==> src/evict_pkg.sv <==
package evict_pkg;

	// Default widths for the eviction path.
	localparam int ADDR_WIDTH_D = 32;
	localparam int DATA_WIDTH_D = 64;
	localparam int ID_WIDTH_D   = 4;

	// Width of the saturating B error counter.
	localparam int ERR_WIDTH    = 8;

	// All eviction traffic uses one fixed AXI ID.
	localparam logic [ID_WIDTH_D-1:0] EVICT_ID = 4'h3;

	// B channel response codes.
	localparam logic [1:0] RESP_OKAY   = 2'b00;
	localparam logic [1:0] RESP_SLVERR = 2'b10;

endpackage

==> src/evict_fifo.sv <==
`timescale 1ns/1ps

module evict_fifo #(
	parameter int WIDTH = 32,
	parameter int DEPTH = 8
) (
	input  logic             clk,
	input  logic             rst_n,

	input  logic             wr_en_i,
	input  logic [WIDTH-1:0] wr_data_i,
	output logic             full_o,

	input  logic             rd_en_i,
	output logic [WIDTH-1:0] rd_data_o,
	output logic             empty_o
);

	localparam int PTR_WIDTH = (DEPTH > 1) ? $clog2(DEPTH) : 1;
	localparam int CNT_WIDTH = $clog2(DEPTH + 1);

	logic [WIDTH-1:0]     mem [DEPTH];
	logic [PTR_WIDTH-1:0] wr_ptr;
	logic [PTR_WIDTH-1:0] rd_ptr;
	logic [CNT_WIDTH-1:0] count;
	logic [WIDTH-1:0]     rd_data_q;

	logic                 do_wr;
	logic                 do_rd;

	assign do_wr = wr_en_i && !full_o;
	assign do_rd = rd_en_i && !empty_o;

	assign full_o    = (count == CNT_WIDTH'(DEPTH));
	assign empty_o   = (count == '0);
	assign rd_data_o = rd_data_q;

	always_ff @(posedge clk) begin
		if (!rst_n) begin
			wr_ptr <= '0;
			rd_ptr <= '0;
			count  <= '0;
		end else begin
			if (do_wr) begin
				if (wr_ptr == PTR_WIDTH'(DEPTH - 1)) begin
					wr_ptr <= '0;
				end else begin
					wr_ptr <= wr_ptr + 1'b1;
				end
			end
			if (do_rd) begin
				if (rd_ptr == PTR_WIDTH'(DEPTH - 1)) begin
					rd_ptr <= '0;
				end else begin
					rd_ptr <= rd_ptr + 1'b1;
				end
			end
			// Simultaneous push and pop leaves the count alone.
			if (do_wr && !do_rd) begin
				count <= count + 1'b1;
			end else if (do_rd && !do_wr) begin
				count <= count - 1'b1;
			end
		end
	end

	always_ff @(posedge clk) begin
		if (do_wr) begin
			mem[wr_ptr] <= wr_data_i;
		end
	end

	// Read data lands one cycle after rd_en.
	always_ff @(posedge clk) begin
		if (do_rd) begin
			rd_data_q <= mem[rd_ptr];
		end
	end

	a_no_overflow: assert property (@(posedge clk) disable iff (!rst_n)
		!(wr_en_i && full_o))
		else $error("FIFO written while full");

	a_no_underflow: assert property (@(posedge clk) disable iff (!rst_n)
		!(rd_en_i && empty_o))
		else $error("FIFO read while empty");

endmodule

==> src/evict_aw_w.sv <==
`timescale 1ns/1ps

module evict_aw_w #(
	parameter int ADDR_WIDTH = evict_pkg::ADDR_WIDTH_D,
	parameter int DATA_WIDTH = evict_pkg::DATA_WIDTH_D,
	parameter int ID_WIDTH   = evict_pkg::ID_WIDTH_D
) (
	input  logic                  clk,
	input  logic                  rst_n,

	output logic [ID_WIDTH-1:0]   awid_o,
	output logic [ADDR_WIDTH-1:0] awaddr_o,
	output logic                  awvalid_o,
	input  logic                  awready_i,

	output logic [ID_WIDTH-1:0]   wid_o,
	output logic [DATA_WIDTH-1:0] wdata_o,
	output logic                  wvalid_o,
	input  logic                  wready_i,

	input  logic                  afifo_empty_i,
	output logic                  afifo_rd_en_o,
	input  logic [ADDR_WIDTH-1:0] afifo_data_i,

	input  logic                  dfifo_empty_i,
	output logic                  dfifo_rd_en_o,
	input  logic [DATA_WIDTH-1:0] dfifo_data_i,

	input  logic                  credit_ok_i,
	output logic                  aw_fire_o
);

	localparam logic [1:0] S_IDLE = 2'd0;
	localparam logic [1:0] S_READ = 2'd1;
	localparam logic [1:0] S_LOAD = 2'd2;
	localparam logic [1:0] S_SEND = 2'd3;

	logic [1:0]            state;
	logic [1:0]            state_n;
	logic                  awvalid_q;
	logic                  awvalid_n;
	logic                  wvalid_q;
	logic                  wvalid_n;
	logic                  aw_done;
	logic                  aw_done_n;
	logic                  w_done;
	logic                  w_done_n;
	logic [ADDR_WIDTH-1:0] awaddr_q;
	logic [DATA_WIDTH-1:0] wdata_q;

	logic                  aw_hs;
	logic                  w_hs;

	assign aw_hs = awvalid_q && awready_i;
	assign w_hs  = wvalid_q && wready_i;

	always_ff @(posedge clk) begin
		if (!rst_n) begin
			state     <= S_IDLE;
			awvalid_q <= 1'b0;
			wvalid_q  <= 1'b0;
			aw_done   <= 1'b0;
			w_done    <= 1'b0;
		end else begin
			state     <= state_n;
			awvalid_q <= awvalid_n;
			wvalid_q  <= wvalid_n;
			aw_done   <= aw_done_n;
			w_done    <= w_done_n;
		end
	end

	// Payload is captured from the FIFO outputs in LOAD.
	always_ff @(posedge clk) begin
		if (state == S_LOAD) begin
			awaddr_q <= afifo_data_i;
			wdata_q  <= dfifo_data_i;
		end
	end

	always_comb begin
		state_n   = state;
		awvalid_n = awvalid_q;
		wvalid_n  = wvalid_q;
		aw_done_n = aw_done;
		w_done_n  = w_done;

		case (state)
			S_IDLE: begin
				if (!afifo_empty_i && !dfifo_empty_i && credit_ok_i) begin
					state_n = S_READ;
				end
			end
			S_READ: begin
				state_n = S_LOAD;
			end
			S_LOAD: begin
				awvalid_n = 1'b1;
				wvalid_n  = 1'b1;
				aw_done_n = 1'b0;
				w_done_n  = 1'b0;
				state_n   = S_SEND;
			end
			S_SEND: begin
				if (aw_hs) begin
					awvalid_n = 1'b0;
					aw_done_n = 1'b1;
				end
				if (w_hs) begin
					wvalid_n = 1'b0;
					w_done_n = 1'b1;
				end
				// Channels finish independently and in either order.
				if ((aw_done || aw_hs) && (w_done || w_hs)) begin
					state_n = S_IDLE;
				end
			end
			default: begin
				state_n = S_IDLE;
			end
		endcase
	end

	assign afifo_rd_en_o = (state == S_READ);
	assign dfifo_rd_en_o = (state == S_READ);

	assign awid_o    = evict_pkg::EVICT_ID;
	assign awaddr_o  = awaddr_q;
	assign awvalid_o = awvalid_q;

	assign wid_o     = evict_pkg::EVICT_ID;
	assign wdata_o   = wdata_q;
	assign wvalid_o  = wvalid_q;

	assign aw_fire_o = aw_hs;

	a_aw_hold: assert property (@(posedge clk) disable iff (!rst_n)
		awvalid_o && !awready_i |=> awvalid_o && $stable(awaddr_o))
		else $error("AW payload changed before acceptance");

	a_w_hold: assert property (@(posedge clk) disable iff (!rst_n)
		wvalid_o && !wready_i |=> wvalid_o && $stable(wdata_o))
		else $error("W payload changed before acceptance");

endmodule

==> src/evict_b_track.sv <==
`timescale 1ns/1ps

module evict_b_track #(
	parameter int ID_WIDTH        = evict_pkg::ID_WIDTH_D,
	parameter int MAX_OUTSTANDING = 4,
	parameter int CNT_WIDTH       = $clog2(MAX_OUTSTANDING + 1)
) (
	input  logic                           clk,
	input  logic                           rst_n,

	input  logic                           aw_fire_i,

	input  logic [ID_WIDTH-1:0]            bid_i,
	input  logic [1:0]                     bresp_i,
	input  logic                           bvalid_i,
	output logic                           bready_o,

	output logic                           credit_ok_o,
	output logic [CNT_WIDTH-1:0]           outstanding_o,
	output logic [evict_pkg::ERR_WIDTH-1:0] err_count_o
);

	logic                            bready_q;
	logic [CNT_WIDTH-1:0]            outstanding_q;
	logic [evict_pkg::ERR_WIDTH-1:0] err_q;
	logic                            b_acc;

	assign b_acc = bvalid_i && bready_q;

	always_ff @(posedge clk) begin
		if (!rst_n) begin
			bready_q      <= 1'b0;
			outstanding_q <= '0;
			err_q         <= '0;
		end else begin
			bready_q <= 1'b1;
			case ({aw_fire_i, b_acc})
				2'b10:   outstanding_q <= outstanding_q + 1'b1;
				2'b01:   outstanding_q <= outstanding_q - 1'b1;
				default: outstanding_q <= outstanding_q;
			endcase
			// Saturates at all ones.
			if (b_acc && (bresp_i != evict_pkg::RESP_OKAY) && (err_q != '1)) begin
				err_q <= err_q + 1'b1;
			end
		end
	end

	assign bready_o      = bready_q;
	assign credit_ok_o   = (outstanding_q < CNT_WIDTH'(MAX_OUTSTANDING));
	assign outstanding_o = outstanding_q;
	assign err_count_o   = err_q;

	a_no_orphan_b: assert property (@(posedge clk) disable iff (!rst_n)
		bvalid_i |-> (outstanding_q != '0))
		else $error("B response with no write outstanding");

	a_max_out: assert property (@(posedge clk) disable iff (!rst_n)
		outstanding_q <= CNT_WIDTH'(MAX_OUTSTANDING))
		else $error("Outstanding writes above limit");

	a_bid: assert property (@(posedge clk) disable iff (!rst_n)
		bvalid_i |-> (bid_i == ID_WIDTH'(evict_pkg::EVICT_ID)))
		else $error("Unexpected B ID");

endmodule

==> src/evict_top.sv <==
`timescale 1ns/1ps

module evict_top #(
	parameter int ADDR_WIDTH      = evict_pkg::ADDR_WIDTH_D,
	parameter int DATA_WIDTH      = evict_pkg::DATA_WIDTH_D,
	parameter int ID_WIDTH        = evict_pkg::ID_WIDTH_D,
	parameter int FIFO_DEPTH      = 8,
	parameter int MAX_OUTSTANDING = 4,
	parameter int CNT_WIDTH       = $clog2(MAX_OUTSTANDING + 1)
) (
	input  logic                            clk,
	input  logic                            rst_n,

	input  logic                            req_valid_i,
	output logic                            req_ready_o,
	input  logic [ADDR_WIDTH-1:0]           req_addr_i,
	input  logic [DATA_WIDTH-1:0]           req_data_i,

	output logic [ID_WIDTH-1:0]             awid_o,
	output logic [ADDR_WIDTH-1:0]           awaddr_o,
	output logic                            awvalid_o,
	input  logic                            awready_i,

	output logic [ID_WIDTH-1:0]             wid_o,
	output logic [DATA_WIDTH-1:0]           wdata_o,
	output logic                            wvalid_o,
	input  logic                            wready_i,

	input  logic [ID_WIDTH-1:0]             bid_i,
	input  logic [1:0]                      bresp_i,
	input  logic                            bvalid_i,
	output logic                            bready_o,

	output logic [CNT_WIDTH-1:0]            outstanding_o,
	output logic [evict_pkg::ERR_WIDTH-1:0] err_count_o
);

	logic                  afifo_full;
	logic                  afifo_empty;
	logic                  afifo_rd_en;
	logic [ADDR_WIDTH-1:0] afifo_data;

	logic                  dfifo_full;
	logic                  dfifo_empty;
	logic                  dfifo_rd_en;
	logic [DATA_WIDTH-1:0] dfifo_data;

	logic                  push;
	logic                  credit_ok;
	logic                  aw_fire;

	// Both FIFOs are pushed together, so their counts always match.
	assign req_ready_o = !afifo_full && !dfifo_full;
	assign push        = req_valid_i && req_ready_o;

	evict_fifo #(
		.WIDTH     (ADDR_WIDTH),
		.DEPTH     (FIFO_DEPTH)
	) u_afifo (
		.clk       (clk),
		.rst_n     (rst_n),
		.wr_en_i   (push),
		.wr_data_i (req_addr_i),
		.full_o    (afifo_full),
		.rd_en_i   (afifo_rd_en),
		.rd_data_o (afifo_data),
		.empty_o   (afifo_empty)
	);

	evict_fifo #(
		.WIDTH     (DATA_WIDTH),
		.DEPTH     (FIFO_DEPTH)
	) u_dfifo (
		.clk       (clk),
		.rst_n     (rst_n),
		.wr_en_i   (push),
		.wr_data_i (req_data_i),
		.full_o    (dfifo_full),
		.rd_en_i   (dfifo_rd_en),
		.rd_data_o (dfifo_data),
		.empty_o   (dfifo_empty)
	);

	evict_aw_w #(
		.ADDR_WIDTH    (ADDR_WIDTH),
		.DATA_WIDTH    (DATA_WIDTH),
		.ID_WIDTH      (ID_WIDTH)
	) u_aw_w (
		.clk           (clk),
		.rst_n         (rst_n),
		.awid_o        (awid_o),
		.awaddr_o      (awaddr_o),
		.awvalid_o     (awvalid_o),
		.awready_i     (awready_i),
		.wid_o         (wid_o),
		.wdata_o       (wdata_o),
		.wvalid_o      (wvalid_o),
		.wready_i      (wready_i),
		.afifo_empty_i (afifo_empty),
		.afifo_rd_en_o (afifo_rd_en),
		.afifo_data_i  (afifo_data),
		.dfifo_empty_i (dfifo_empty),
		.dfifo_rd_en_o (dfifo_rd_en),
		.dfifo_data_i  (dfifo_data),
		.credit_ok_i   (credit_ok),
		.aw_fire_o     (aw_fire)
	);

	evict_b_track #(
		.ID_WIDTH        (ID_WIDTH),
		.MAX_OUTSTANDING (MAX_OUTSTANDING),
		.CNT_WIDTH       (CNT_WIDTH)
	) u_b_track (
		.clk             (clk),
		.rst_n           (rst_n),
		.aw_fire_i       (aw_fire),
		.bid_i           (bid_i),
		.bresp_i         (bresp_i),
		.bvalid_i        (bvalid_i),
		.bready_o        (bready_o),
		.credit_ok_o     (credit_ok),
		.outstanding_o   (outstanding_o),
		.err_count_o     (err_count_o)
	);

endmodule

==> config.mk <==
export PLATFORM = sky130hd
export DESIGN_NAME = evict_top
export DESIGN_NICKNAME = d
export VERILOG_FILES = /design/src/evict_pkg.sv /design/src/evict_fifo.sv /design/src/evict_aw_w.sv /design/src/evict_b_track.sv /design/src/evict_top.sv
export SDC_FILE = /design/constraint.sdc
export NUM_CORES = 1
export LEC_CHECK = 0
export BUFFER_PORTS_ARGS = -buffer_cell sky130_fd_sc_hd__buf_4
export CELL_PAD_IN_SITES_DETAIL_PLACEMENT = 1
export CELL_PAD_IN_SITES_GLOBAL_PLACEMENT = 2
export CORE_AREA = 2 2 354 356
export CTS_CLUSTER_DIAMETER = 30
export DETAILED_ROUTE_END_ITERATION = 8
export DIE_AREA = 0 0 356 358
export GPL_TIMING_DRIVEN = 0
export PLACE_DENSITY_LB_ADDON = 0.2
export RECOVER_POWER = 25
export SKIP_LAST_GASP = 1
export SLEW_MARGIN = 10
export SYNTH_ARGS = -nofsm -noshare
export SYNTH_HDL_FRONTEND = slang
export SYNTH_HIERARCHICAL = 1
export SYNTH_SLANG_ARGS = --single-unit
==> constraint.sdc <==
create_clock -name clk -period 10.8 [get_ports clk]
set_input_delay 1.62 -clock clk [delete_from_list [all_inputs] [get_ports clk]]
set_output_delay 1.62 -clock clk [all_outputs]
set_load 0.1 [all_outputs]
Word level (Yosys, flattened, before mapping)

Memories as Yosys holds them, arrays and structs flattened. A register that Yosys moved wholly into a read port is not among the register bits.
Cells that the tools add are included.

Register bits: 134
Bits in latches: 0
Memory bits (writable): 768
Memory bits (read-only): 0
Input bits: 108
Output and inout bits: 119
Word-level logic and storage cells: 110
Memories kept: 2

$add $sub $neg: 11
Multiply operators: 0
Divide/modulo/power cells: 0
$lt $le $gt $ge: 1
Equality and inequality tests: 16
Shift operators: 0
Muxes and demuxes: 25
Bitwise operators: 0
Reduce and logical (&&, ||, !) cells: 39

Memories:

| memory      | depth | bits a word | rd ports | clocked after Yosys merged registers in | wr ports | line             | text |
|---|---|---|---|---|---|---|---|
| u_dfifo.mem | 8     | 64          | 1        | 1                                       | 1        | evict_fifo.sv:22 | `logic [WIDTH-1:0] mem [DEPTH];` |
| u_afifo.mem | 8     | 32          | 1        | 1                                       | 1        | evict_fifo.sv:22 |  |

Operator list:

| cell                                                   | number |
|---|---|
| logical AND 1 bit                                      | 18 |
| two-way mux 4 bit                                      | 4 |
| adder 3 x 1 -> 3 bit (second input constant)           | 5 |
| == test 3 bit (second input constant)                  | 4 |
| two-way mux 3 bit                                      | 4 |
| nonzero test 2 bit                                     | 5 |
| two-way mux 1 bit                                      | 9 |
| adder 4 x 1 -> 4 bit (second input constant)           | 2 |
| adder 8 x 1 -> 8 bit (second input constant)           | 1 |
| == test 4 bit (second input constant)                  | 2 |
| logical NOT 1 bit                                      | 8 |
| logical NOT 4 bit                                      | 2 |
| inequality test 2 x 1 -> 1 bit (second input constant) | 4 |
| inequality test 8 bit (second input constant)          | 1 |
| one-hot mux 1 bit (2 select lines)                     | 4 |
| one-hot mux 2 bit (4 select lines)                     | 1 |
| subtractor 4 x 1 -> 4 bit (second input constant)      | 2 |
| == test 2 bit (second input constant)                  | 3 |
| one-hot mux 3 bit (2 select lines)                     | 1 |
| AND reduction 2 bit                                    | 3 |
| == test 2 x 1 -> 1 bit (second input constant)         | 2 |
| two-way mux 2 bit                                      | 2 |
| less-than comparator 3 bit (second input constant)     | 1 |
| subtractor 3 x 1 -> 3 bit (second input constant)      | 1 |
| other kinds (2)                                        | 3 |

Logic depth before layout (Yosys ltp)

Depth in word-level cells: 9
Gate-level depth with buffers: 13
Depth with buffers taken out: 12

Modules after synthesis

The synthesis kept the hierarchy.

By module, submodules not included:

| module               | times used | cells an instance | area each (um^2) | sequential area each (um^2) |
|---|---|---|---|---|
| evict_fifo (u_dfifo) | 1          | 879               | 21755.9          | 17496.8 |
| evict_fifo (u_afifo) | 1          | 477               | 11197.0          | 8848.5 |
| evict_aw_w           | 1          | 147               | 3301.9           | 3002.9 |
| evict_b_track        | 1          | 67                | 584.3            | 240.2 |
| evict_top            | 1          | 2                 | 16.3             | 0.0 |

Worst setup path after synthesis

OpenSTA, ideal clock, no wires.

Path kind: input to register
From: input port req_valid_i
To: memory u_dfifo/mem[0][0] (netlist name) (enable)
Library setup time: 0.644 ns
Arrival: 8.221 ns
Required time: 10.156 ns
Setup slack: 1.935 ns
Stages: 4
Path buffers: 1
Cell sequence: nor3b_2 > a21bo_1 > clkbuf_1 > nor4_1

Word-level cells in the longest chain between the ends: 4

Ends and longest elaborated chain:

| what                                    | line             | text |
|---|---|---|
| from (decl)                             | evict_top.sv:14  | `input logic req_valid_i,` |
| logical AND 1 bit                       | evict_top.sv:54  | `assign push = req_valid_i && req_ready_o;` |
| logical AND 1 bit                       | evict_fifo.sv:31 | `assign do_wr = wr_en_i && !full_o;` |
| two-way mux 1 bit                       | evict_fifo.sv:68 | `if (do_wr) begin` |
| two-way mux 1 bit (not written as such) | evict_fifo.sv:69 | `mem[wr_ptr] <= wr_data_i;` |
| to (decl)                               | evict_fifo.sv:22 |  |

Every way passes these cells.

Worst setup path after layout

From: register u_dfifo.count[0]
To: output port req_ready_o

Word-level cells in the longest chain between the ends: 3

Ends and longest elaborated chain:

| what                   | line             | text |
|---|---|---|
| from (decl)            | evict_fifo.sv:25 | `logic [CNT_WIDTH-1:0] count;` |
| from (signal assigned) | evict_fifo.sv:60 | `count <= count + 1'b1;` |
| from (signal assigned) | evict_fifo.sv:62 | `count <= count - 1'b1;` |
| == test 4 bit          | evict_fifo.sv:34 | `assign full_o = (count == CNT_WIDTH'(DEPTH));` |
| named net dfifo_full   | evict_top.sv:43  | `logic dfifo_full;` |
| logical NOT 1 bit      | evict_top.sv:53  | `assign req_ready_o = !afifo_full && !dfifo_full;` |
| logical AND 1 bit      | evict_top.sv:53  |  |
| to (decl)              | evict_top.sv:15  | `output logic req_ready_o,` |

The timed path passes the listed nets, and every way through them passes these cells.

==> flow_summary.ini <==
[global_routing]
grt_remaining_overflow = 0
antenna_found_initial = 17
grt_use_total = 0.143
grt_pass1_wl_mm = 132
grt_max_degree = 35
grt_pass1_vias = 20100

[final_layout]
fillers = 11700
multi_input_area_um2 = 6910
area_growth_pct = 34.3
regArea_um2 = 29600
utilization = 0.401
layout_commonest_cell = edfxtp_1
drive_gt1_frac = 0.418
final_cell_mix = edfxtp_1, clkbuf_16, buf_4
nNetsFinal = 2244

[timing]
finClkSkew_ns = 0.0777
report.final.slew_viol_count = 0
min_period_over_period = 0.334
holdWs_ns = 0.409
setup_violations = 0
relSlewSlack = 0.269
hold_violations = 0
max_clock_freq_mhz = 278
tightest_slew_ns = 1.08
rsz0062_at_grt = false
fin_crit_ns = 3.60

[critical_path]
startpoint = u_dfifo/count[0]
start_kind = flip-flop
reg2reg_depth = 11
critical_path_required_ns = 9.18
crit_type = reg2out
timing.rr.end = u_dfifo/mem[1][18]
cp.arrival_ns = 1.98
crit_fanout = 6
endpoint_kind = output port
cp-endpoint = req_ready_o
ff2ff_setup_slack_ns = 7.43
reg2reg_from = u_dfifo/count[0]

[synth]
yosysWarnings = 6
synth_area_um2 = 36900
syn_area_per_cell_um2 = 23.4
syn-instance-count = 1572
synth.ff_latch_count = 998
ys_types = 50
synth-edff-count = 960
ys_seq_area_frac = 0.803
ys.flop_type = edfxtp_1
async_reset_ff_frac = 0

[cts]
htree_num_levels = 4
holdBufCountCts = 0
cts_setup_buffers = 0
clk-insertion-delay-late_ns = 0.83
post_cts_resized = 0
cts_tree = done
clock_tree.root_cell = clkbuf_16
cts_sinks = 998
cts_made_buffers = 225
cts_buffer_depth = 3
clk_pin_slew_ns = 0.05

[drt]
antenna_left = 0
vias = 17700
first_iter_violations = 1171
routed_via_density = 4.48
drc = 0
routedWlPerCell_um = 22.6
dr.pass1.iters = 4
wirelength_mm = 89.1

[run]
drv_cap = 0

[min_path]
hold_depth = 0
hp-class = reg2reg

[die]
die_area_um2 = 127000
initial_utilization = 0.299
core_area_um2 = 123000
num_rows = 129
io-pin-count = 227
die_w_um = 356
dieHeight_um = 358

[placement]
routabilityCongestion = 0.698
hpwlAfterDp_mm = 57.6
io_buffer_count = 214

[power_and_ir_drop]
power_density_nw_per_um2 = 295
leakage_uw = 0.0164
ir_worst_vdd_v = 0.000169

[outcome]
status = complete, no violations
-- worst max-delay path, stage by stage (launching register included) --
cell and delay, ns:
dfxtp_1 0.47, nor3_1 0.12, and2_1 0.19, nor2_1 0.11, buf_4 0.30
-- cells in the mapped netlist (11+ instances only) --
library cell	instances	area [µm²]
edfxtp_1	960	28800
mux4_2	192	4320
mux2_2	96	1080
dfxtp_1	38	761
nand2_1	31	116
clkbuf_1	25	93.8
ha_1	21	263
nor2_1	19	71.3
nor3_1	16	80.1
buf_6	15	169
inv_1	15	56.3
a21oi_1	11	55.1
-- layer usage --
layer,GRT usage,share of wire
met1,0.171,0.41
met2,0.243,0.51
met3,0.0445,0.057
met4,0.0508,0.022
met5,0,0.0020
-- state kept, by name (all words and copies together), names as in the netlist, 2 cells and up --
signal	flops
u_dfifo/count	4
u_aw_w/wdata_o	64
u_dfifo/rd_data_o	64
u_afifo/rd_ptr	3
u_b_track/outstanding_o	3
u_b_track/err_count_o	8
u_afifo/wr_ptr	3
u_dfifo/rd_ptr	3
u_aw_w/state	2
u_aw_w/awaddr_o	32
u_dfifo/wr_ptr	3
u_afifo/mem	256
u_afifo/rd_data_o	32
u_afifo/count	4
u_dfifo/mem	512
-- report_power, final --
part / total [µW] / leakage (µW) / internal [µW] / switching (µW)
clock: 7120 / 0.00388 / 4870 / 2250
combinational: 2510 / 0.00354 / 896 / 1620
sequential: 5000 / 0.00902 / 4850 / 152
-- per-stage QoR --
stage                     cells  setup slack [ns]  power (µW)  TNS, ns  area, µm²
after global placement     3429             -5.98        7590  -983.72      40500
after CTS                  3943              7.08       14900        0      49800
after floorplan            1578              1.94        6830        0      36900
after detailed placement   3522              6.46        7660        0      41600
after global routing       3943              7.06       15200        0      49500
final                      3945              7.20       14600        0      49500
-- logic make-up (layout without fill, tap and decap cells) --
kind of cell | count (synthesis) | after routing | share of synthesized area
multiplexers | 296 | 296 | 0.149
adder cells (fa/ha/maj) | 24 | 24 | 0.00876
flip-flops | 998 | 998 | 0.803
buffers and inverters | 86 | 814 | 0.0134
XOR/XNOR | 7 | 7 | 0.00166
AND/OR/NAND/NOR | 113 | 113 | 0.0154
AO/OA/AOI/OAI | 46 | 46 | 0.00889
other | 2 | 10 | 0.000204
-- cell type report --
| class | instances | area share |
|---|---|---|
| buffer | 69 | 0.00867 |
| tap | 1637 | 0.0414 |
| clock buffer | 248 | 0.117 |
| multi-input combinational | 494 | 0.140 |
| clock inverter | 173 | 0.0473 |
| timing repair buffer | 307 | 0.0473 |
| antenna | 2 | 0.000101 |
| inverter | 17 | 0.00134 |
| sequential | 998 | 0.598 |
-- worst min-delay path by stage --
stage | start | endpoint | slack (ns)
2_1_floorplan | u_afifo/rd_data_o[0] | u_aw_w/awaddr_o[0] | 0.40
3_3_place_gp | u_afifo/rd_data_o[15] | u_aw_w/awaddr_o[15] | 0.40
3_5_place_dp | u_afifo/rd_data_o[6] | u_aw_w/awaddr_o[6] | 0.41
4_1_cts | u_dfifo/rd_data_o[34] | u_aw_w/wdata_o[34] | 0.41
5_1_grt | u_afifo/rd_data_o[25] | u_aw_w/awaddr_o[25] | 0.42
6_report | u_dfifo/rd_data_o[34] | u_aw_w/wdata_o[34] | 0.41
Note: power is estimated with default switching activity, not from simulation.
